$ cat config.mk
export PLATFORM = sky130hd
export DESIGN_NAME = ucodeCpu
export DESIGN_NICKNAME = d
export VERILOG_FILES = /design/src/design/ucodePkg.sv /design/src/design/ucodeCpu.sv /design/src/design/aluFlags.sv /design/src/design/cpuRegisters.sv /design/src/design/ucodeSequencer.sv /design/src/design/ucodeRom.sv /design/src/design/opcodeDecoder.sv
export SDC_FILE = /design/constraint.sdc
export NUM_CORES = 1
export LEC_CHECK = 0
export ABC_AREA = 1
export BUFFER_PORTS_ARGS = -buffer_cell sky130_fd_sc_hd__buf_4
export CAP_MARGIN = 20
export CORE_UTILIZATION = 40
export CTS_CLUSTER_SIZE = 10
export DETAILED_ROUTE_END_ITERATION = 10
export PLACE_DENSITY_LB_ADDON = 0.3
export REMOVE_ABC_BUFFERS = 1
export SYNTH_ARGS = -nofsm -noshare
export SYNTH_HDL_FRONTEND = slang
export SYNTH_SLANG_ARGS = --single-unit
$ cat constraint.sdc
create_clock -name clock -period 10.07 [get_ports clock]
set_input_delay 0.5035 -clock clock [delete_from_list [all_inputs] [get_ports clock]]
set_output_delay 0.5035 -clock clock [all_outputs]
set_load 0.01 [all_outputs]
$ cat src/design/ucodePkg.sv
package ucodePkg;

	////////////////////
	// Micro-op word layout
	////////////////////

	// Word is {flow, action, operand}
	localparam int uopWidth     = 13;
	localparam int flowWidth    = 3;
	localparam int actWidth     = 5;
	localparam int opnWidth     = 5;
	localparam int flowIdxWidth = 8;

	// Flow field
	localparam logic [2:0] flowOp          = 3'd0;
	localparam logic [2:0] flowInc         = 3'd1;
	localparam logic [2:0] flowEof         = 3'd2;
	localparam logic [2:0] flowEofZ        = 3'd3;
	localparam logic [2:0] flowEofNz       = 3'd4;
	localparam logic [2:0] flowEofFu       = 3'd5;
	localparam logic [2:0] flowUpdateFlags = 3'd6;

	// Action field
	localparam logic [4:0] actNop    = 5'd0;
	localparam logic [4:0] actSma    = 5'd1;
	localparam logic [4:0] actSmw    = 5'd2;
	localparam logic [4:0] actSrm    = 5'd3;
	localparam logic [4:0] actSx16r  = 5'd4;
	localparam logic [4:0] actSrx16  = 5'd5;
	localparam logic [4:0] actInc16  = 5'd6;
	localparam logic [4:0] actDec16  = 5'd7;
	localparam logic [4:0] actAddx16 = 5'd8;
	localparam logic [4:0] actSubx16 = 5'd9;
	localparam logic [4:0] actSpc    = 5'd10;

	// Operand field, 8-bit registers follow the opcode rrr encoding
	localparam logic [4:0] opnB    = 5'd0;
	localparam logic [4:0] opnC    = 5'd1;
	localparam logic [4:0] opnD    = 5'd2;
	localparam logic [4:0] opnE    = 5'd3;
	localparam logic [4:0] opnH    = 5'd4;
	localparam logic [4:0] opnL    = 5'd5;
	localparam logic [4:0] opnHl   = 5'd6;
	localparam logic [4:0] opnA    = 5'd7;
	localparam logic [4:0] opnPc   = 5'd8;
	localparam logic [4:0] opnX8   = 5'd9;
	localparam logic [4:0] opnX16  = 5'd10;
	localparam logic [4:0] opnNull = 5'd11;

	// Flag bit positions in {Z, N, H, C}
	localparam int flagZ = 3;
	localparam int flagN = 2;
	localparam int flagH = 1;
	localparam int flagC = 0;

	////////////////////
	// Opcodes
	////////////////////

	localparam logic [7:0] opNop    = 8'h00;
	localparam logic [7:0] opLdrnB  = 8'h06;
	localparam logic [7:0] opLdrnC  = 8'h0E;
	localparam logic [7:0] opLdrnD  = 8'h16;
	localparam logic [7:0] opLdrnE  = 8'h1E;
	localparam logic [7:0] opLdrnH  = 8'h26;
	localparam logic [7:0] opLdrnL  = 8'h2E;
	localparam logic [7:0] opLdrnA  = 8'h3E;
	localparam logic [7:0] opIncrB  = 8'h04;
	localparam logic [7:0] opIncrC  = 8'h0C;
	localparam logic [7:0] opIncrD  = 8'h14;
	localparam logic [7:0] opIncrE  = 8'h1C;
	localparam logic [7:0] opIncrH  = 8'h24;
	localparam logic [7:0] opIncrL  = 8'h2C;
	localparam logic [7:0] opIncrA  = 8'h3C;
	localparam logic [7:0] opDecrB  = 8'h05;
	localparam logic [7:0] opDecrC  = 8'h0D;
	localparam logic [7:0] opDecrD  = 8'h15;
	localparam logic [7:0] opDecrE  = 8'h1D;
	localparam logic [7:0] opDecrH  = 8'h25;
	localparam logic [7:0] opDecrL  = 8'h2D;
	localparam logic [7:0] opDecrA  = 8'h3D;
	localparam logic [7:0] opAddrB  = 8'h80;
	localparam logic [7:0] opAddrC  = 8'h81;
	localparam logic [7:0] opAddrD  = 8'h82;
	localparam logic [7:0] opAddrE  = 8'h83;
	localparam logic [7:0] opAddrH  = 8'h84;
	localparam logic [7:0] opAddrL  = 8'h85;
	localparam logic [7:0] opAddrA  = 8'h87;
	localparam logic [7:0] opSubrB  = 8'h90;
	localparam logic [7:0] opSubrC  = 8'h91;
	localparam logic [7:0] opSubrD  = 8'h92;
	localparam logic [7:0] opSubrE  = 8'h93;
	localparam logic [7:0] opSubrH  = 8'h94;
	localparam logic [7:0] opSubrL  = 8'h95;
	localparam logic [7:0] opSubrA  = 8'h97;
	localparam logic [7:0] opLdHlnn = 8'h21;
	localparam logic [7:0] opLdHlmA = 8'h77;
	localparam logic [7:0] opLdHliA = 8'h22;
	localparam logic [7:0] opJrn    = 8'h18;
	localparam logic [7:0] opJrzn   = 8'h28;
	localparam logic [7:0] opJrnzn  = 8'h20;
	localparam logic [7:0] opJpnn   = 8'hC3;
	localparam logic [7:0] opCpn    = 8'hFE;

	////////////////////
	// Flow start indices
	////////////////////

	// Register families are strided so the ROM reads rrr from index bits
	localparam logic [7:0] flowDefault = 8'h00;
	localparam logic [7:0] flowLdrn    = 8'h10;
	localparam logic [7:0] flowIncr    = 8'h20;
	localparam logic [7:0] flowDecr    = 8'h28;
	localparam logic [7:0] flowAddr    = 8'h40;
	localparam logic [7:0] flowSubr    = 8'h60;
	localparam logic [7:0] flowNop     = 8'h80;
	localparam logic [7:0] flowLdHlnn  = 8'h81;
	localparam logic [7:0] flowLdHlmA  = 8'h85;
	localparam logic [7:0] flowLdHliA  = 8'h89;
	localparam logic [7:0] flowJrn     = 8'h90;
	localparam logic [7:0] flowJrzn    = 8'h98;
	localparam logic [7:0] flowJrnzn   = 8'hA0;
	localparam logic [7:0] flowJpnn    = 8'hA8;
	localparam logic [7:0] flowCpn     = 8'hB0;

endpackage
$ cat src/design/ucodeCpu.sv
`timescale 1ns/1ps

module ucodeCpu import ucodePkg::*;
(
	input  logic        clock,
	input  logic        rst,
	input  logic [7:0]  memReadData,
	output logic [15:0] memAddr,
	output logic        memWrite,
	output logic [7:0]  memWriteData,
	output logic        retire
);

	////////////////////
	// Control path
	////////////////////

	logic [flowIdxWidth-1:0] startIdx;
	logic [flowIdxWidth-1:0] romAddr;
	logic [uopWidth-1:0]     uop;
	logic                    fetch;
	logic                    zeroFlag;

	// Datapath wires
	logic [15:0] aluIn;
	logic [15:0] scratch;
	logic [15:0] aluResult;
	logic [3:0]  flags;
	logic [3:0]  newFlags;

	// Opcode is decoded straight off the read bus
	opcodeDecoder opcodeDecoder_i
	(
		.opcode   (memReadData),
		.startIdx (startIdx)
	);

	ucodeSequencer ucodeSequencer_i
	(
		.clock    (clock),
		.rst      (rst),
		.startIdx (startIdx),
		.uop      (uop),
		.zeroFlag (zeroFlag),
		.romAddr  (romAddr),
		.fetch    (fetch),
		.retire   (retire)
	);

	ucodeRom ucodeRom_i
	(
		.romAddr (romAddr),
		.uop     (uop)
	);

	////////////////////
	// Datapath
	////////////////////

	cpuRegisters cpuRegisters_i
	(
		.clock        (clock),
		.rst          (rst),
		.uop          (uop),
		.fetch        (fetch),
		.memReadData  (memReadData),
		.aluResult    (aluResult),
		.newFlags     (newFlags),
		.aluIn        (aluIn),
		.scratch      (scratch),
		.flags        (flags),
		.zeroFlag     (zeroFlag),
		.memAddr      (memAddr),
		.memWrite     (memWrite),
		.memWriteData (memWriteData)
	);

	aluFlags aluFlags_i
	(
		.uop       (uop),
		.aluIn     (aluIn),
		.scratch   (scratch),
		.flagsIn   (flags),
		.aluResult (aluResult),
		.newFlags  (newFlags)
	);

endmodule

$ cat src/design/aluFlags.sv
`timescale 1ns/1ps

module aluFlags import ucodePkg::*;
(
	input  logic [uopWidth-1:0] uop,
	input  logic [15:0]         aluIn,
	input  logic [15:0]         scratch,
	input  logic [3:0]          flagsIn,
	output logic [15:0]         aluResult,
	output logic [3:0]          newFlags
);

	logic [actWidth-1:0] act;
	logic [15:0]         signExt;
	logic [8:0]          addLow;
	logic [4:0]          addNib;

	assign act = uop[opnWidth +: actWidth];

	// Byte operands sign extended, relative jump offsets need it
	assign signExt = {{8{aluIn[7]}}, aluIn[7:0]};
	assign addLow  = {1'b0, scratch[7:0]} + {1'b0, aluIn[7:0]};
	assign addNib  = {1'b0, scratch[3:0]} + {1'b0, aluIn[3:0]};

	always_comb
	begin
		aluResult = aluIn;
		newFlags  = flagsIn;
		case (act)
			actInc16:
			begin
				aluResult       = aluIn + 16'd1;
				newFlags[flagN] = 1'b0;
				newFlags[flagH] = aluIn[3:0] == 4'hF;
			end
			actDec16:
			begin
				aluResult       = aluIn - 16'd1;
				newFlags[flagN] = 1'b1;
				newFlags[flagH] = aluIn[3:0] == 4'h0;
			end
			actAddx16:
			begin
				aluResult       = scratch + signExt;
				newFlags[flagN] = 1'b0;
				newFlags[flagH] = addNib[4];
				newFlags[flagC] = addLow[8];
			end
			actSubx16:
			begin
				aluResult       = scratch - aluIn;
				newFlags[flagN] = 1'b1;
				newFlags[flagH] = scratch[3:0] < aluIn[3:0];
				newFlags[flagC] = scratch[7:0] < aluIn[7:0];
			end
			default:
				aluResult = aluIn;
		endcase
		// Z on the byte result, INC and DEC keep C
		newFlags[flagZ] = aluResult[7:0] == 8'd0;
	end

endmodule

$ cat src/design/cpuRegisters.sv
`timescale 1ns/1ps

module cpuRegisters import ucodePkg::*;
(
	input  logic                clock,
	input  logic                rst,
	input  logic [uopWidth-1:0] uop,
	input  logic                fetch,
	input  logic [7:0]          memReadData,
	input  logic [15:0]         aluResult,
	input  logic [3:0]          newFlags,
	output logic [15:0]         aluIn,
	output logic [15:0]         scratch,
	output logic [3:0]          flags,
	output logic                zeroFlag,
	output logic [15:0]         memAddr,
	output logic                memWrite,
	output logic [7:0]          memWriteData
);

	logic [flowWidth-1:0] flow;
	logic [actWidth-1:0]  act;
	logic [opnWidth-1:0]  opn;
	logic [7:0]           regA, regB, regC, regD, regE, regH, regL, regX8;
	logic [15:0]          pc;
	logic [15:0]          pcNext;
	logic                 wrEn;
	logic [15:0]          wrData;

	assign flow = uop[uopWidth-1 -: flowWidth];
	assign act  = uop[opnWidth +: actWidth];
	assign opn  = uop[opnWidth-1:0];

	// Fetch steps PC past the opcode
	assign pcNext = (fetch || flow == flowInc) ? pc + 16'd1 : pc;

	// Operand select
	always_comb
	begin
		case (opn)
			opnB:    aluIn = {8'd0, regB};
			opnC:    aluIn = {8'd0, regC};
			opnD:    aluIn = {8'd0, regD};
			opnE:    aluIn = {8'd0, regE};
			opnH:    aluIn = {8'd0, regH};
			opnL:    aluIn = {8'd0, regL};
			opnHl:   aluIn = {regH, regL};
			opnA:    aluIn = {8'd0, regA};
			opnPc:   aluIn = pc;
			opnX8:   aluIn = {8'd0, regX8};
			opnX16:  aluIn = scratch;
			default: aluIn = 16'd0;
		endcase
	end

	assign memWriteData = aluIn[7:0];
	assign memWrite     = !fetch && act == actSmw;
	assign zeroFlag     = flags[flagZ];

	// Writeback source for the operand
	always_comb
	begin
		wrEn   = 1'b0;
		wrData = aluResult;
		case (act)
			actSrm:
			begin
				wrEn   = 1'b1;
				wrData = {memReadData, memReadData};
			end
			actSrx16:
			begin
				wrEn   = 1'b1;
				wrData = scratch;
			end
			actInc16, actDec16:
				wrEn = 1'b1;
			default:
				wrEn = 1'b0;
		endcase
	end

	////////////////////
	// Register update
	////////////////////

	always_ff @(posedge clock)
	begin
		if (rst)
		begin
			{regA, regB, regC, regD} <= 32'd0;
			{regE, regH, regL, regX8} <= 32'd0;
			pc      <= 16'd0;
			memAddr <= 16'd0;
			scratch <= 16'd0;
			flags   <= 4'd0;
		end
		else
		begin
			pc <= pcNext;
			if (fetch)
				memAddr <= pcNext;
			else
			begin
				case (act)
					// Address of PC follows a same-step increment
					actSma:
						memAddr <= (opn == opnPc) ? pcNext : aluIn;
					actSx16r:
						scratch <= aluIn;
					actAddx16, actSubx16:
						scratch <= aluResult;
					actSpc:
						pc <= aluIn;
					default:
						;
				endcase
				if (flow == flowEofFu || flow == flowUpdateFlags)
					flags <= newFlags;
				if (wrEn)
				begin
					case (opn)
						opnB:  regB <= wrData[7:0];
						opnC:  regC <= wrData[7:0];
						opnD:  regD <= wrData[7:0];
						opnE:  regE <= wrData[7:0];
						opnH:  regH <= wrData[7:0];
						opnL:  regL <= wrData[7:0];
						opnHl: {regH, regL} <= wrData;
						opnA:  regA <= wrData[7:0];
						opnPc: pc <= wrData;
						opnX8: regX8 <= wrData[7:0];
						// Byte reads shift in from the top, low byte first
						opnX16:
							scratch <= (act == actSrm) ? {memReadData, scratch[15:8]} : wrData;
						default:
							;
					endcase
				end
			end
		end
	end

endmodule

$ cat src/design/ucodeSequencer.sv
`timescale 1ns/1ps

module ucodeSequencer import ucodePkg::*;
(
	input  logic                    clock,
	input  logic                    rst,
	input  logic [flowIdxWidth-1:0] startIdx,
	input  logic [uopWidth-1:0]     uop,
	input  logic                    zeroFlag,
	output logic [flowIdxWidth-1:0] romAddr,
	output logic                    fetch,
	output logic                    retire
);

	logic [flowWidth-1:0] flow;
	logic                 endStep;

	assign flow = uop[uopWidth-1 -: flowWidth];

	// End of flow, conditional ends look at the latched Z
	always_comb
	begin
		case (flow)
			flowEof, flowEofFu:
				endStep = 1'b1;
			flowEofZ:
				endStep = zeroFlag;
			flowEofNz:
				endStep = !zeroFlag;
			default:
				endStep = 1'b0;
		endcase
	end

	////////////////////
	// Flow index and fetch state
	////////////////////

	always_ff @(posedge clock)
	begin
		if (rst)
		begin
			romAddr <= flowDefault;
			fetch   <= 1'b1;
			retire  <= 1'b0;
		end
		else
		begin
			retire <= 1'b0;
			if (fetch)
			begin
				// Opcode is on the read bus now
				romAddr <= startIdx;
				fetch   <= 1'b0;
			end
			else if (endStep)
			begin
				fetch  <= 1'b1;
				retire <= 1'b1;
			end
			else
				romAddr <= romAddr + 8'd1;
		end
	end

endmodule

$ cat src/design/ucodeRom.sv
`timescale 1ns/1ps

module ucodeRom import ucodePkg::*;
(
	input  logic [flowIdxWidth-1:0] romAddr,
	output logic [uopWidth-1:0]     uop
);

	// Register selector taken from the strided index
	logic [opnWidth-1:0] regLdrn;
	logic [opnWidth-1:0] regUnary;
	logic [opnWidth-1:0] regBinary;

	assign regLdrn   = {2'b00, romAddr[3:1]};
	assign regUnary  = {2'b00, romAddr[2:0]};
	assign regBinary = {2'b00, romAddr[4:2]};

	// Fetch already points memAddr at PC+1 when step 0 starts
	always_comb
	begin
		casez (romAddr)
			////////////////////
			// Register families
			////////////////////
			// LD r,n : next byte arrives one step later
			8'b0001_???0: uop = {flowInc, actSma, opnPc};
			8'b0001_???1: uop = {flowEof, actSrm, regLdrn};
			// INC r / DEC r
			8'b0010_0???: uop = {flowEofFu, actInc16, regUnary};
			8'b0010_1???: uop = {flowEofFu, actDec16, regUnary};
			// ADD A,r
			8'b010?_??00: uop = {flowOp, actSx16r, opnA};
			8'b010?_??01: uop = {flowUpdateFlags, actAddx16, regBinary};
			8'b010?_??10: uop = {flowEof, actSrx16, opnA};
			// SUB A,r
			8'b011?_??00: uop = {flowOp, actSx16r, opnA};
			8'b011?_??01: uop = {flowUpdateFlags, actSubx16, regBinary};
			8'b011?_??10: uop = {flowEof, actSrx16, opnA};

			////////////////////
			// Single flows
			////////////////////
			flowNop:            uop = {flowEof, actNop, opnNull};
			// LD HL,nn
			flowLdHlnn:         uop = {flowInc, actSma, opnPc};
			flowLdHlnn + 8'd1:  uop = {flowInc, actSrm, opnL};
			flowLdHlnn + 8'd2:  uop = {flowOp, actSma, opnPc};
			flowLdHlnn + 8'd3:  uop = {flowEof, actSrm, opnH};
			// LD (HL),A
			flowLdHlmA:         uop = {flowOp, actSma, opnHl};
			flowLdHlmA + 8'd1:  uop = {flowOp, actSmw, opnA};
			flowLdHlmA + 8'd2:  uop = {flowOp, actSma, opnPc};
			flowLdHlmA + 8'd3:  uop = {flowEof, actNop, opnNull};
			// LD (HL+),A, HL bumped on the last step
			flowLdHliA:         uop = {flowOp, actSma, opnHl};
			flowLdHliA + 8'd1:  uop = {flowOp, actSmw, opnA};
			flowLdHliA + 8'd2:  uop = {flowOp, actSma, opnPc};
			flowLdHliA + 8'd3:  uop = {flowEof, actInc16, opnHl};
			// JR n, offset relative to the next opcode
			flowJrn:            uop = {flowInc, actSma, opnPc};
			flowJrn + 8'd1:     uop = {flowOp, actSrm, opnX8};
			flowJrn + 8'd2:     uop = {flowOp, actSx16r, opnPc};
			flowJrn + 8'd3:     uop = {flowOp, actAddx16, opnX8};
			flowJrn + 8'd4:     uop = {flowOp, actSma, opnX16};
			flowJrn + 8'd5:     uop = {flowEof, actSpc, opnX16};
			// JR Z,n  ends early when Z is clear
			flowJrzn:           uop = {flowInc, actSma, opnPc};
			flowJrzn + 8'd1:    uop = {flowEofNz, actSrm, opnX8};
			flowJrzn + 8'd2:    uop = {flowOp, actSx16r, opnPc};
			flowJrzn + 8'd3:    uop = {flowOp, actAddx16, opnX8};
			flowJrzn + 8'd4:    uop = {flowOp, actSma, opnX16};
			flowJrzn + 8'd5:    uop = {flowEof, actSpc, opnX16};
			// JR NZ,n  ends early when Z is set
			flowJrnzn:          uop = {flowInc, actSma, opnPc};
			flowJrnzn + 8'd1:   uop = {flowEofZ, actSrm, opnX8};
			flowJrnzn + 8'd2:   uop = {flowOp, actSx16r, opnPc};
			flowJrnzn + 8'd3:   uop = {flowOp, actAddx16, opnX8};
			flowJrnzn + 8'd4:   uop = {flowOp, actSma, opnX16};
			flowJrnzn + 8'd5:   uop = {flowEof, actSpc, opnX16};
			// JP nn, both bytes shifted into scratch low first
			flowJpnn:           uop = {flowInc, actSma, opnPc};
			flowJpnn + 8'd1:    uop = {flowOp, actSrm, opnX16};
			flowJpnn + 8'd2:    uop = {flowOp, actSrm, opnX16};
			flowJpnn + 8'd3:    uop = {flowOp, actSma, opnX16};
			flowJpnn + 8'd4:    uop = {flowEof, actSpc, opnX16};
			// CP n, flags only
			flowCpn:            uop = {flowInc, actSma, opnPc};
			flowCpn + 8'd1:     uop = {flowOp, actSrm, opnX8};
			flowCpn + 8'd2:     uop = {flowOp, actSx16r, opnA};
			flowCpn + 8'd3:     uop = {flowEofFu, actSubx16, opnX8};
			// Flow 0 and unused slots
			default:            uop = {flowEof, actNop, opnNull};
		endcase
	end

endmodule

$ cat src/design/opcodeDecoder.sv
`timescale 1ns/1ps

module opcodeDecoder import ucodePkg::*;
(
	input  logic [7:0]              opcode,
	output logic [flowIdxWidth-1:0] startIdx
);

	// Register families add the rrr field to their base
	always_comb
	begin
		case (opcode)
			opNop:
				startIdx = flowNop;
			opLdrnB, opLdrnC, opLdrnD, opLdrnE, opLdrnH, opLdrnL, opLdrnA:
				startIdx = flowLdrn | {4'd0, opcode[5:3], 1'b0};
			opIncrB, opIncrC, opIncrD, opIncrE, opIncrH, opIncrL, opIncrA:
				startIdx = flowIncr | {5'd0, opcode[5:3]};
			opDecrB, opDecrC, opDecrD, opDecrE, opDecrH, opDecrL, opDecrA:
				startIdx = flowDecr | {5'd0, opcode[5:3]};
			// Three steps per flow in four slots per register
			opAddrB, opAddrC, opAddrD, opAddrE, opAddrH, opAddrL, opAddrA:
				startIdx = flowAddr | {3'd0, opcode[2:0], 2'b00};
			opSubrB, opSubrC, opSubrD, opSubrE, opSubrH, opSubrL, opSubrA:
				startIdx = flowSubr | {3'd0, opcode[2:0], 2'b00};
			opLdHlnn:
				startIdx = flowLdHlnn;
			opLdHlmA:
				startIdx = flowLdHlmA;
			opLdHliA:
				startIdx = flowLdHliA;
			opJrn:
				startIdx = flowJrn;
			opJrzn:
				startIdx = flowJrzn;
			opJrnzn:
				startIdx = flowJrnzn;
			opJpnn:
				startIdx = flowJpnn;
			opCpn:
				startIdx = flowCpn;
			// Anything else retires like a NOP
			default:
				startIdx = flowDefault;
		endcase
	end

endmodule

Word level (Yosys, flattened, before mapping)
Cells that the tools add are included.

storage, ports and cells
  register bits after elaboration = 123
  input bits = 10
  output and inout bits = 26
  word-level logic and storage cells = 204

operators by class
  add/sub/neg operators = 6
  equal/unequal tests = 118
  multiplexer cells = 24
  bitwise logic cells = 1
  reductions and logical operators = 40

operators by type and width
  operator                 count
  $eq A8 B8 Y1 const B     54
  $pmux W13 S23            1
  $mux W16                 11
  $pmux W16 S11            1
  $pmux W8 S14             1
  $eq A8 B6 Y1 const B     13
  $pmux W16 S2             2
  $pmux W16 S4             1
  $eq A5 B4 Y1 const B     12
  $eq A8 B5 Y1 const B     7
  $eq A5 B3 Y1 const B     10
  $reduce_or A7 Y1         6
  $add A16 B1 Y16 const B  2
  $eq A5 B2 Y1 const B     6
  $eq A8 B3 Y1 const B     3
  $eq A8 B4 Y1 const B     3
  $reduce_and A3 Y1        8
  $add A16 B16 Y16         1
  $logic_not A8 Y1         2
  $mux W8                  2
  $pmux W8 S2              1
  $reduce_or A2 Y1         8
  $sub A16 B1 Y16 const B  1
  $sub A16 B16 Y16         1
  other kinds (18)         32

Longest topological paths before layout
Gate-level depths: netlist (run 1).

  depth in word-level cells = 11
  depth in mapped cells = 48
  gate-level depth less buffers = 48

Hierarchy
From an unflattened synthesis (run 1), not the netlist that was laid out.

unflattened totals
  cell total of the unflattened synthesis = 2078
  area total of the unflattened synthesis = 12122.9 sq um

by module, submodules not included
  module          instances  cells an instance  area an instance (sq um)  seq. area each (sq um)
  cpuRegisters    1          1216               7628.6                    2322.2
  aluFlags        1          499                2708.8                    0.0
  ucodeRom        1          181                785.8                     0.0
  ucodeSequencer  1          97                 623.1                     200.2
  opcodeDecoder   1          85                 376.6                     0.0

Least setup slack after synthesis (run 1)
Ideal clock, no wire load.

  kind = reg2reg
  start = register ucodeSequencer_i.romAddr[0]
  end = register cpuRegisters_i.regH[7]
  setup time = 132 ps
  arrival = 5358 ps
  required time = 9938 ps
  setup slack = 4580 ps
  cell stages (with the launch flop) = 47
  buffers on the path = 0
  path through = dfxtp_1 -> inv_1 -> ha_1 -> nor2_1 -> nor2_1 -> nand2_4 -> inv_2 -> nor2_1 -> nand3_1 -> nor2_2 -> nand2_4 -> nand3_2 -> inv_2 -> nand2_1 -> o22ai_1 -> a221oi_1 -> nand2_1 -> inv_1 -> [... 11 more ...] -> nor2_1 -> o21ai_0 -> nand2_1 -> nand2_1 -> nand2_1 -> nand2_1 -> nand2_1 -> nand3_1 -> nand2_1 -> a31oi_1 -> inv_1 -> or2_1 -> nand3_1 -> nand3_1 -> nand2_1 -> nand3_1 -> nand2_1 -> a21oi_1

between the ends
  longest elaborated chain between the ends = 9
  elaborated cells between the ends (all ways) = 88
  classes of those cells = add/sub: 4; eq/ne: 62; mux: 6; reduce/logical: 16

RTL lines
  what                                                line                  text
  from (decl)                                         ucodeSequencer.sv:10  output logic [flowIdxWidth-1:0] romAddr,
  from (signal assigned)                              ucodeSequencer.sv:43  romAddr <= flowDefault;
  from (signal assigned)                              ucodeSequencer.sv:53  romAddr <= startIdx;
  from (signal assigned)                              ucodeSequencer.sv:62  romAddr <= romAddr + 8'd1;
  $eq A8 B8 Y1 (tied with other cells)                ucodeRom.sv:21        casez (romAddr)
  $reduce_or A7 Y1 (no line) (tied with other cells)  n/a
  $pmux W13 S23 *                                     ucodeRom.sv:21
  $eq A5 B4 Y1 (tied with other cells)                cpuRegisters.sv:40    case (opn)
  $pmux W16 S11 *                                     cpuRegisters.sv:40
  net memWriteData[1]                                 ucodeCpu.sv:10        output logic [7:0] memWriteData,
  $sub A16 B16 Y16 (tied with other cells)            aluFlags.sv:51        aluResult = scratch - aluIn;
  $pmux W16 S4 *                                      aluFlags.sv:29        case (act)
  $pmux W16 S2 *                                      cpuRegisters.sv:65    case (act)
  $pmux W8 S2 *                                       cpuRegisters.sv:122   case (opn)
  to (signal assigned)                                cpuRegisters.sv:127   opnH: regH <= wrData[7:0];
  to (signal assigned)                                cpuRegisters.sv:129   opnHl: {regH, regL} <= wrData;
  to (decl)                                           cpuRegisters.sv:24    logic [7:0] regA, regB, regC, regD, regE, regH, regL, regX8;

Mark *: on every way through the listed nets, which the timed path passes. The rest lies on a longest branch.
A chain may end at the register's enable or synchronous reset.

Worst setup path after layout (run 1)
  start = register ucodeSequencer_i.romAddr[0]
  end = register cpuRegisters_i.regH[4]

between the ends
  longest elaborated chain between the ends = 9
  elaborated cells between the ends (all ways) = 88
  classes of those cells = add/sub: 4; eq/ne: 62; mux: 6; reduce/logical: 16

RTL lines
  what                                                line
  $eq A8 B8 Y1 (tied with other cells)                ucodeRom.sv:21
  $reduce_or A7 Y1 (no line) (tied with other cells)  n/a
  $pmux W13 S23 *                                     ucodeRom.sv:21
  $eq A5 B4 Y1 (tied with other cells)                cpuRegisters.sv:40
  $pmux W16 S11                                       cpuRegisters.sv:40
  $sub A16 B16 Y16 (tied with other cells)            aluFlags.sv:51
  $pmux W16 S4                                        aluFlags.sv:29
  $pmux W16 S2                                        cpuRegisters.sv:65
  $pmux W8 S2                                         cpuRegisters.sv:122

Mark *: on every way between the ends. The rest lies on a longest branch, timed or not.

==> results.sh, run 1 <==
export IMPL_outcome="complete, no violations"
export IMPL_grt_pass1_vias=10310
export IMPL_synthTopCellsByArea="dfxtp_1 24%, nand2_1 11%, inv_1 10%, a21oi_1 9.0%, o21ai_0 7.0%"
export IMPL_die_w_um=162
export IMPL_relSlewSlack_pct=33.2
export IMPL_vdd_drop_max_v=0.000132
export IMPL_root_buffer="clkbuf_16"
export IMPL_post_route_period_util_pct=68.7
export IMPL_first_pass_iters=5
export IMPL_worstMarginPinSlew_ns=0.998
export IMPL_fin_ws_ns=3.15
export IMPL_ys_flop_type="dfxtp_1"
export IMPL_crit_top_cell="nand2_1"
export IMPL_cts_made_buffers=17
export IMPL_synth_compound_area_share_pct=26.3
export IMPL_wl_mm=37.2
export IMPL_dpl_cell_area_um2=10700
export IMPL_clk_pin_slew_ns=0.07
export IMPL_clkLatencyLatePin_ns=0.44
export IMPL_cts_sinks=123
export IMPL_synth_cell_types=65
export IMPL_start_util_pct=40.6
export IMPL_final_common_cell="nand2_1"
export IMPL_clock_path_buffers=2
export IMPL_synth_seq_cells=123
export IMPL_routed_via_density=5.68
export IMPL_critPathMaxStageDelay_ns=0.45
export IMPL_post_cts_buffers=0
export IMPL_dp_cells=1960
export IMPL_dp_slack_ns=3.35
export IMPL_hold_worst_slack_ns=0.466
export IMPL_synth_top_area_share_pct=24.2
export IMPL_globalRouteOverflowTotal=0
export IMPL_drt_iter0_drc=1298
export IMPL_dieArea_um2=26100
export IMPL_synth_yosys_seq_area_share_pct=24.2
export IMPL_cts_tree="done"
export IMPL_p_leak_nw=5.40
export IMPL_worstPathRequired_ns=10.38
export IMPL_fin_cells=1990
export IMPL_synthArstFlopShare_pct=0
export IMPL_utilization_pct=45.0
export IMPL_drc=0
export IMPL_grtUsageTotal_pct=28.7
export IMPL_crit_path_max_fanout=23
export IMPL_syn_avg_cell_area_um2=6.22
export IMPL_fin_area_um2=11300
export IMPL_drive_above_1_share_pct=11.3
export IMPL_synth_edff_count=0
export IMPL_antenna_found_initial=0
export IMPL_ctsHtreeMaxLevel=4
export IMPL_post_dp_hpwl_mm=27.5
export IMPL_via_count=11311
export IMPL_final_cell_mix="296 x nand2_1, 274 x inv_1, 184 x a21oi_1, 143 x o21ai_0, 123 x dfxtp_1"
export IMPL_worstSetupEndpointType="register"
export IMPL_synth_simple_gate_area_share_pct=28.4
export IMPL_antenna_cells=0
export IMPL_hold_buffers=0
export IMPL_coreArea_um2=25100
export IMPL_fin_nets=1700
export IMPL_fillerInstances=2715
export IMPL_synth_fa_ha_area_share_pct=5.18
export IMPL_rows=58
export IMPL_fmax_mhz=145
export IMPL_slew_viol_final=0
export IMPL_grt_max_degree=53
export IMPL_area_delta_synth_final_pct=10.9
export IMPL_gp_congestion=0.970
export IMPL_die_h_um=162
export IMPL_fin_skew_ns=0.0136
export IMPL_crit_slowest_cell="dfxtp_1"
export IMPL_hold_viol=0
export IMPL_arrival_ns=7.23
export IMPL_synth_xor_area_share_pct=2.49
export IMPL_grt_pass1_wl_mm=57.7
export IMPL_synth_top_area_cell="dfxtp_1"
export IMPL_min_path_type="register to register"
export IMPL_setup_viol=0
export IMPL_synth_top_family_by_area="simple AND/OR/NAND/NOR gates"
export IMPL_synthesis_area_um2=10200
export IMPL_postCtsResizedCells=0
export IMPL_power_per_cell_area_nw_per_um2=175
export IMPL_post_route_min_period_ns=6.92
export IMPL_worstSetupPathType="register to register"
export IMPL_io_pins=36
export IMPL_synth_mux_area_fraction_pct=0.197
export IMPL_timing_setup_tns_ns=0
export IMPL_startpoint_type="register"
export IMPL_wl_per_cell_um=18.7
export IMPL_yosys_warnings=0
export IMPL_rsz0062_at_grt="false"
export IMPL_port_buffers=35
export IMPL_p_total_mw=1.98
export IMPL_synth_cells=1637
export IMPL_antenna_left=0
export IMPL_maxCapViolCount=0
## cell families (layout without fill, tap and decap cells)
group / count (synthesis) / after routing
adder cells (fa/ha/maj): 41 / 41
AO/OA/AOI/OAI: 468 / 468
multiplexers: 2 / 2
buffers and inverters: 355 / 378
AND/OR/NAND/NOR: 619 / 619
flip-flops: 123 / 123
XOR/XNOR: 29 / 29
## final timing paths
path | start | to | slack, ns | depth (start not counted)
max | ucodeSequencer_i.romAddr[0] | cpuRegisters_i.regH[4] | 3.15 | 38
min | cpuRegisters_i.memAddr[14] | cpuRegisters_i.memAddr[14] | 0.47 | 2
max reg2reg | ucodeSequencer_i.romAddr[0] | cpuRegisters_i.regH[4] | 3.15 | 38
min reg2reg | cpuRegisters_i.memAddr[14] | cpuRegisters_i.memAddr[14] | 0.47 | 2
## state kept, by name, indices dropped and copies added (netlist names)
signal	cells
cpuRegisters_i.memAddr	16
ucodeSequencer_i.fetch	1
cpuRegisters_i.regD	8
cpuRegisters_i.regE	8
cpuRegisters_i.regB	8
cpuRegisters_i.regH	8
cpuRegisters_i.regL	8
cpuRegisters_i.pc	16
ucodeSequencer_i.romAddr	8
cpuRegisters_i.regA	8
cpuRegisters_i.regX8	8
cpuRegisters_i.flags	1
cpuRegisters_i.scratch	16
cpuRegisters_i.regC	8
ucodeSequencer_i.retire	1
## layout make-up
cell class              instances  area [um^2]  share of cell area, %
well taps                     330          413                   3.66
multi-input cells            1159         6370                   56.4
repair buffers                 46          345                   3.06
flip-flops and latches        123         2460                   21.8
clock buffers                  21          470                   4.16
clock inverters                 9         91.3                  0.809
inverters                     302         1140                   10.1
## report_power, final
part	leakage [nW]	total, mW	internal (mW)	switching [mW]
Combinational	4.13	0.799	0.260	0.539
Clock	0.275	0.610	0.357	0.253
Sequential	0.998	0.568	0.525	0.0424
Total	5.40	1.98	1.14	0.834
## critical path: cells and delay by family, from the launching register on
family,cells,cell delay [ns]
buf+inv,5,0.71
compound gates,13,2.06
simple gates,17,2.53
fa+ha+maj,3,1.04
flops,1,0.45
## per-layer routing
metal,GRT usage (%),routed length (um),up-vias
met5,0,0,-
met4,11.6,1440,0
met3,7.06,3840,97
met2,43.2,15700,608
met1,39.1,16200,5155
li1,-,-,5451
## Yosys cell counts (4+ instances only)
cell type and n:
nand2_1 296, inv_1 274, a21oi_1 184, o21ai_0 143, dfxtp_1 123, nor2_1 119, nand3_1 83, clkbuf_1 40
ha_1 39, o22ai_1 28, inv_2 25, nand4_1 24, o21ai_1 23, xor2_1 23, nor2_2 20, nand2_2 19
o211ai_1 16, nor3_1 15, a221oi_1 12, nand3_2 9, a31oi_1 8, o221ai_1 8, o21bai_1 7, buf_1 6
nand2_4 6, nor4_1 6, xnor2_1 6, a21oi_2 5, a211oi_1 4, a22oi_1 4, buf_2 4, nor3_2 4
o2111ai_1 4
Power figures use the tool's default switching activity.
==> run 2: changes to the inputs <==
- clock period: 10.07 -> 6.5 ns (I/O delays scaled with it)
==> run 2 against run 1 <==
  * Global-route usage is 0.083 points lower
  * Count of clock-buffer cells in the layout down 2
  * Clock skew up 0.0039 ns
  * Clock power is 57% higher
  * Non-clock buffer count is 26 higher
  * Sequential share of layout area down 0.59 points
  * Sequential power up 55%
  * Power up 60%
  * Utilization increased by 1.4 points
==> results.sh, run 2 (synthesized netlist as in run 1, its figures left out) <==
export IMPL_root_buffer="clkbuf_16"
export IMPL_wl_mm=37.6
export IMPL_gp_congestion=0.987
export IMPL_maxCapViolCount=0
export IMPL_port_buffers=35
export IMPL_p_comb_share_pct=41.8
export IMPL_grt_max_degree=64
export IMPL_cts_sinks=123
export IMPL_ctsHtreeMaxLevel=4
export IMPL_crit_slowest_cell="dfxtp_4"
export IMPL_multi_input_area_um2=6500
export IMPL_post_route_min_period_ns=6.07
export IMPL_via_count=11384
export IMPL_crit_path_max_fanout=6
export IMPL_hold_buffers=0
export IMPL_fin_skew_ns=0.0175
export IMPL_die_w_um=162
export IMPL_worstPathRequired_ns=6.83
export IMPL_area_delta_synth_final_pct=14.3
export IMPL_top_regs="cpuRegisters_i.memAddr x16, cpuRegisters_i.pc x16, cpuRegisters_i.scratch x16"
export IMPL_p_clk_share_pct=30.3
export IMPL_dpl_cell_area_um2=10900
export IMPL_drive_above_1_share_pct=13.9
export IMPL_rows=58
export IMPL_fin_cells=2018
export IMPL_fin_area_um2=11600
export IMPL_clk_pin_slew_ns=0.07
export IMPL_final_common_cell="nand2_1"
export IMPL_final_cell_mix="295 x nand2_1, 270 x inv_1, 183 x a21oi_1, 140 x o21ai_0, 120 x dfxtp_1"
export IMPL_power_per_cell_area_nw_per_um2=272
export IMPL_p_leak_nw=5.58
export IMPL_worstSetupPathType="register to register"
export IMPL_outcome="complete, no violations"
export IMPL_timing_setup_tns_ns=0
export IMPL_first_pass_iters=8
export IMPL_clock_path_buffers=2
export IMPL_dp_cells=1977
export IMPL_fillerInstances=2652
export IMPL_vdd_drop_max_v=0.000199
export IMPL_wl_per_cell_um=18.7
export IMPL_fin_nets=1726
export IMPL_regArea_um2=2470
export IMPL_grtUsageTotal_pct=28.6
export IMPL_power_switching_mw=1.35
export IMPL_routed_via_density=5.64
export IMPL_worstSetupEndpointType="register"
export IMPL_hold_viol=0
export IMPL_start_util_pct=40.6
export IMPL_relSlewSlack_pct=44.8
export IMPL_drt_iter0_drc=1349
export IMPL_arrival_ns=6.40
export IMPL_globalRouteOverflowTotal=0
export IMPL_grt_pass1_wl_mm=57.9
export IMPL_startpoint_type="register"
export IMPL_critPathMaxStageDelay_ns=0.39
export IMPL_dieArea_um2=26100
export IMPL_antenna_cells=0
export IMPL_coreArea_um2=25100
export IMPL_p_int_mw=1.81
export IMPL_post_dp_hpwl_mm=28.1
export IMPL_drc=0
export IMPL_utilization_pct=46.4
export IMPL_cts_tree="done"
export IMPL_post_route_period_util_pct=93.4
export IMPL_die_h_um=162
export IMPL_crit_top_cell="nand2_1"
export IMPL_p_total_mw=3.17
export IMPL_swShare_pct=42.8
export IMPL_r2r_slack_ns=0.43
export IMPL_setup_viol=0
export IMPL_cts_made_buffers=17
export IMPL_grt_pass1_vias=10539
export IMPL_slew_viol_final=0
export IMPL_hold_worst_slack_ns=0.257
export IMPL_fin_ws_ns=0.429
export IMPL_antenna_left=0
export IMPL_worstMarginPinSlew_ns=0.825
export IMPL_io_pins=36
export IMPL_dp_slack_ns=0.178
export IMPL_fmax_mhz=165
export IMPL_seqPwrFrac_pct=27.9
export IMPL_min_path_type="input port to register"
export IMPL_clkLatencyLatePin_ns=0.44
export IMPL_antenna_found_initial=0
run 2: worst max-delay path: cells and delay by family, from the launching register on:
family                     cells  cell delay [ns]
buffers and inverters          5             0.73
AOI/OAI and AO/OA             11             1.86
DFF                            1             0.39
and+or+nand+nor               16             2.17
adders and majority gates      3             0.81
run 2: power groups by stage:
stage | Combinational, mW | Sequential [mW] | Clock, mW
final | 1.32 | 0.882 | 0.959
after global routing | 1.45 | 0.887 | 0.994
after CTS | 1.24 | 0.876 | 0.964
after detailed placement | 1.23 | 0.892 | 0
after global placement | 1.22 | 0.891 | 0
after floorplan | 0.841 | 0.892 | 0
run 2: what timing repair did:
item                       CTS  global route
setup endpoints to repair    0            26
resized for setup            0            36
buffers inserted             0             9
run 2: final cells by class:
type	instances	share of cell area, %
clock buffer	19	3.81
tap	330	3.55
clock inverter	13	1.11
multi-input combinational	1159	55.9
timing repair buffer	72	4.64
sequential	123	21.2
inverter	302	9.82
run 2: path summary, 6_finish.rpt:
path / from / end / cells past startpoint
min: rst / cpuRegisters_i.regH[1] / 2
max: ucodeSequencer_i.romAddr[0] / cpuRegisters_i.regH[2] / 35
max reg2reg: ucodeSequencer_i.romAddr[0] / cpuRegisters_i.regH[2] / 35
min reg2reg: cpuRegisters_i.scratch[15] / cpuRegisters_i.scratch[15] / 2
run 2: metal layers:
metal,share of wire [%],up-vias,track usage (%)
met5,0.14,-,1.89
met4,3.8,2,11.7
met3,11,105,7.40
met2,43,599,43.6
met1,43,5162,38.1
li1,-,5516,-
==> run 3: changes to the inputs <==
- SYNTH_HIERARCHICAL: unset -> 1
==> run 3 against run 2 <==
  * Synthesized cell count grew 23%
  * Count of clock-buffer cells in the layout is 1 lower
  * Power is 32% lower
  * Critical path depth stayed put
  * Clock power rose by 3.3%
  * Fmax is 2.3% higher
  * Highest routed layer is now met4
  * Critical endpoint is now cpuRegisters_i/pc[6]
  * Die area is 14% higher
  * Global-route usage shrank 0.33 points
==> results.sh, run 3 <==
export IMPL_setup_viol=0
export IMPL_die_w_um=173
export IMPL_post_route_period_util_pct=91.3
export IMPL_antenna_cells=0
export IMPL_crit_slowest_cell="dfxtp_1"
export IMPL_coreArea_um2=28600
export IMPL_worstSetupPathType="register to register"
export IMPL_post_route_min_period_ns=5.93
export IMPL_dieArea_um2=29800
export IMPL_startpoint_type="register"
export IMPL_power_switching_uw=700
export IMPL_min_path_type="input port to register"
export IMPL_via_count=13470
export IMPL_io_pins=36
export IMPL_p_total_mw=2.16
export IMPL_maxCapViolCount=0
export IMPL_clock_path_buffers=2
export IMPL_wl_per_cell_um=17.8
export IMPL_drive_above_1_share_pct=10.5
export IMPL_synth_cells=2014
export IMPL_fillerInstances=3015
export IMPL_crit_top_cell="nor2_1"
export IMPL_p_leak_nw=6.06
export IMPL_antenna_found_initial=0
export IMPL_clk_pin_slew_ns=0.07
export IMPL_fmax_mhz=169
export IMPL_p_clk_share_pct=45.8
export IMPL_arrival_ns=6.21
export IMPL_relSlewSlack_pct=47.8
export IMPL_hold_viol=0
export IMPL_routed_via_density=5.61
export IMPL_fin_area_um2=12700
export IMPL_antenna_left=0
export IMPL_post_dp_hpwl_mm=31.3
export IMPL_top_regs="cpuRegisters_i/memAddr x16, cpuRegisters_i/pc x16, cpuRegisters_i/scratch x16"
export IMPL_worstPathRequired_ns=6.78
export IMPL_slew_viol_final=0
export IMPL_grt_max_degree=60
export IMPL_rows=62
export IMPL_area_delta_synth_final_pct=9.02
export IMPL_grt_pass1_wl_mm=67.2
export IMPL_hold_buffers=0
export IMPL_syn_avg_cell_area_um2=5.78
export IMPL_wl_mm=42.7
export IMPL_clkLatencyLatePin_ns=0.43
export IMPL_synthesis_area_um2=11600
export IMPL_gp_congestion=1.05
export IMPL_dpl_cell_area_um2=12100
export IMPL_drt_iter0_drc=1435
export IMPL_worstSetupEndpointType="register"
export IMPL_cts_made_buffers=17
export IMPL_critPathTopFamily="simple AND/OR/NAND/NOR gates"
export IMPL_fin_nets=2049
export IMPL_fin_skew_ns=0.0136
export IMPL_cp_num_buf_inv=5
export IMPL_yosys_warnings=6
export IMPL_drc=0
export IMPL_swShare_pct=32.3
export IMPL_start_util_pct=40.7
export IMPL_ctsHtreeMaxLevel=4
export IMPL_critPathMaxStageDelay_ns=0.46
export IMPL_grtUsageTotal_pct=28.3
export IMPL_cts_tree="done"
export IMPL_vdd_drop_max_v=0.000146
export IMPL_worstMarginPinSlew_ns=0.783
export IMPL_p_int_mw=1.46
export IMPL_crit_path_max_fanout=10
export IMPL_p_comb_share_pct=17.1
export IMPL_root_buffer="clkbuf_16"
export IMPL_seqPwrFrac_pct=37.1
export IMPL_first_pass_iters=6
export IMPL_cts_sinks=123
export IMPL_die_h_um=173
export IMPL_grt_pass1_vias=12103
export IMPL_power_per_cell_area_nw_per_um2=171
export IMPL_timing_setup_tns_ns=0
export IMPL_final_common_cell="nand2_1"
export IMPL_rsz0062_at_grt="false"
export IMPL_final_cell_mix="566 x nand2_1, 268 x nor2_1, 194 x nand3_1, 192 x inv_1, 167 x a21oi_1"
export IMPL_port_buffers=35
export IMPL_r2r_slack_ns=0.57
export IMPL_globalRouteOverflowTotal=0
export IMPL_outcome="complete, no violations"
## run 3: area by class of cell
cell class	count	area, um^2	area share (%)
multi-input combinational	1593	7920	62.4
sequential	123	2470	19.5
inverter	215	815	6.42
tap	384	480	3.79
clock buffer	18	439	3.46
timing repair buffer	53	398	3.14
clock inverter	14	159	1.25
## run 3: metal layers
layer  GRT usage, %  vias to the layer above  share of wire (%)
met4           15.1                        0                5.0
met5              0                        -                  0
li1               -                     6550                  -
met3           5.45                      127                9.1
met1           36.0                     6111                 42
met2           45.2                      682                 44
## run 3: worst register-to-register path, delay by kind of cell (launching register included)
family          cells  cell delay, ns
simple gates       25            3.50
compound gates      3            0.63
fa+ha+maj           2            0.59
buf+inv             5            0.57
flops               1            0.46
## run 3: repair_timing
item | CTS | global route
resized for setup | 0 | 15
buffers inserted | 0 | 0
setup endpoints to repair | 0 | 54
## run 3: worst paths after layout
| check | from | to | cells after the start |
|---|---|---|---|
| worst max-delay path | ucodeSequencer_i/romAddr[7] | cpuRegisters_i/pc[6] | 35 |
| worst min-delay path | memReadData[3] | cpuRegisters_i/scratch[11] | 5 |
| worst max register to register | ucodeSequencer_i/romAddr[7] | cpuRegisters_i/pc[6] | 35 |
| worst min register to register | cpuRegisters_i/regE[6] | cpuRegisters_i/regE[6] | 2 |
## run 3: power groups by stage
stage                     Sequential, mW  Combinational [mW]  Clock [mW]
final                              0.803               0.370       0.991
after CTS                          0.802               0.360        1.00
after detailed placement           0.819               0.359           0
after floorplan                    0.827               0.231           0
after global routing               0.806               0.408        1.03
after global placement             0.818               0.358           0
## run 3: per-stage QoR
stage	util [%]	worst slack (ns)	hold slack (ns)	cells
after detailed placement	42.1	0.293	0.437	2368
final	44.3	0.567	0.386	2400
after floorplan	-	0.705	0.394	1931
after CTS	44.2	0.257	0.373	2400
after global routing	44.3	0.0315	0.433	2400
after global placement	42.1	0.231	0.434	2368
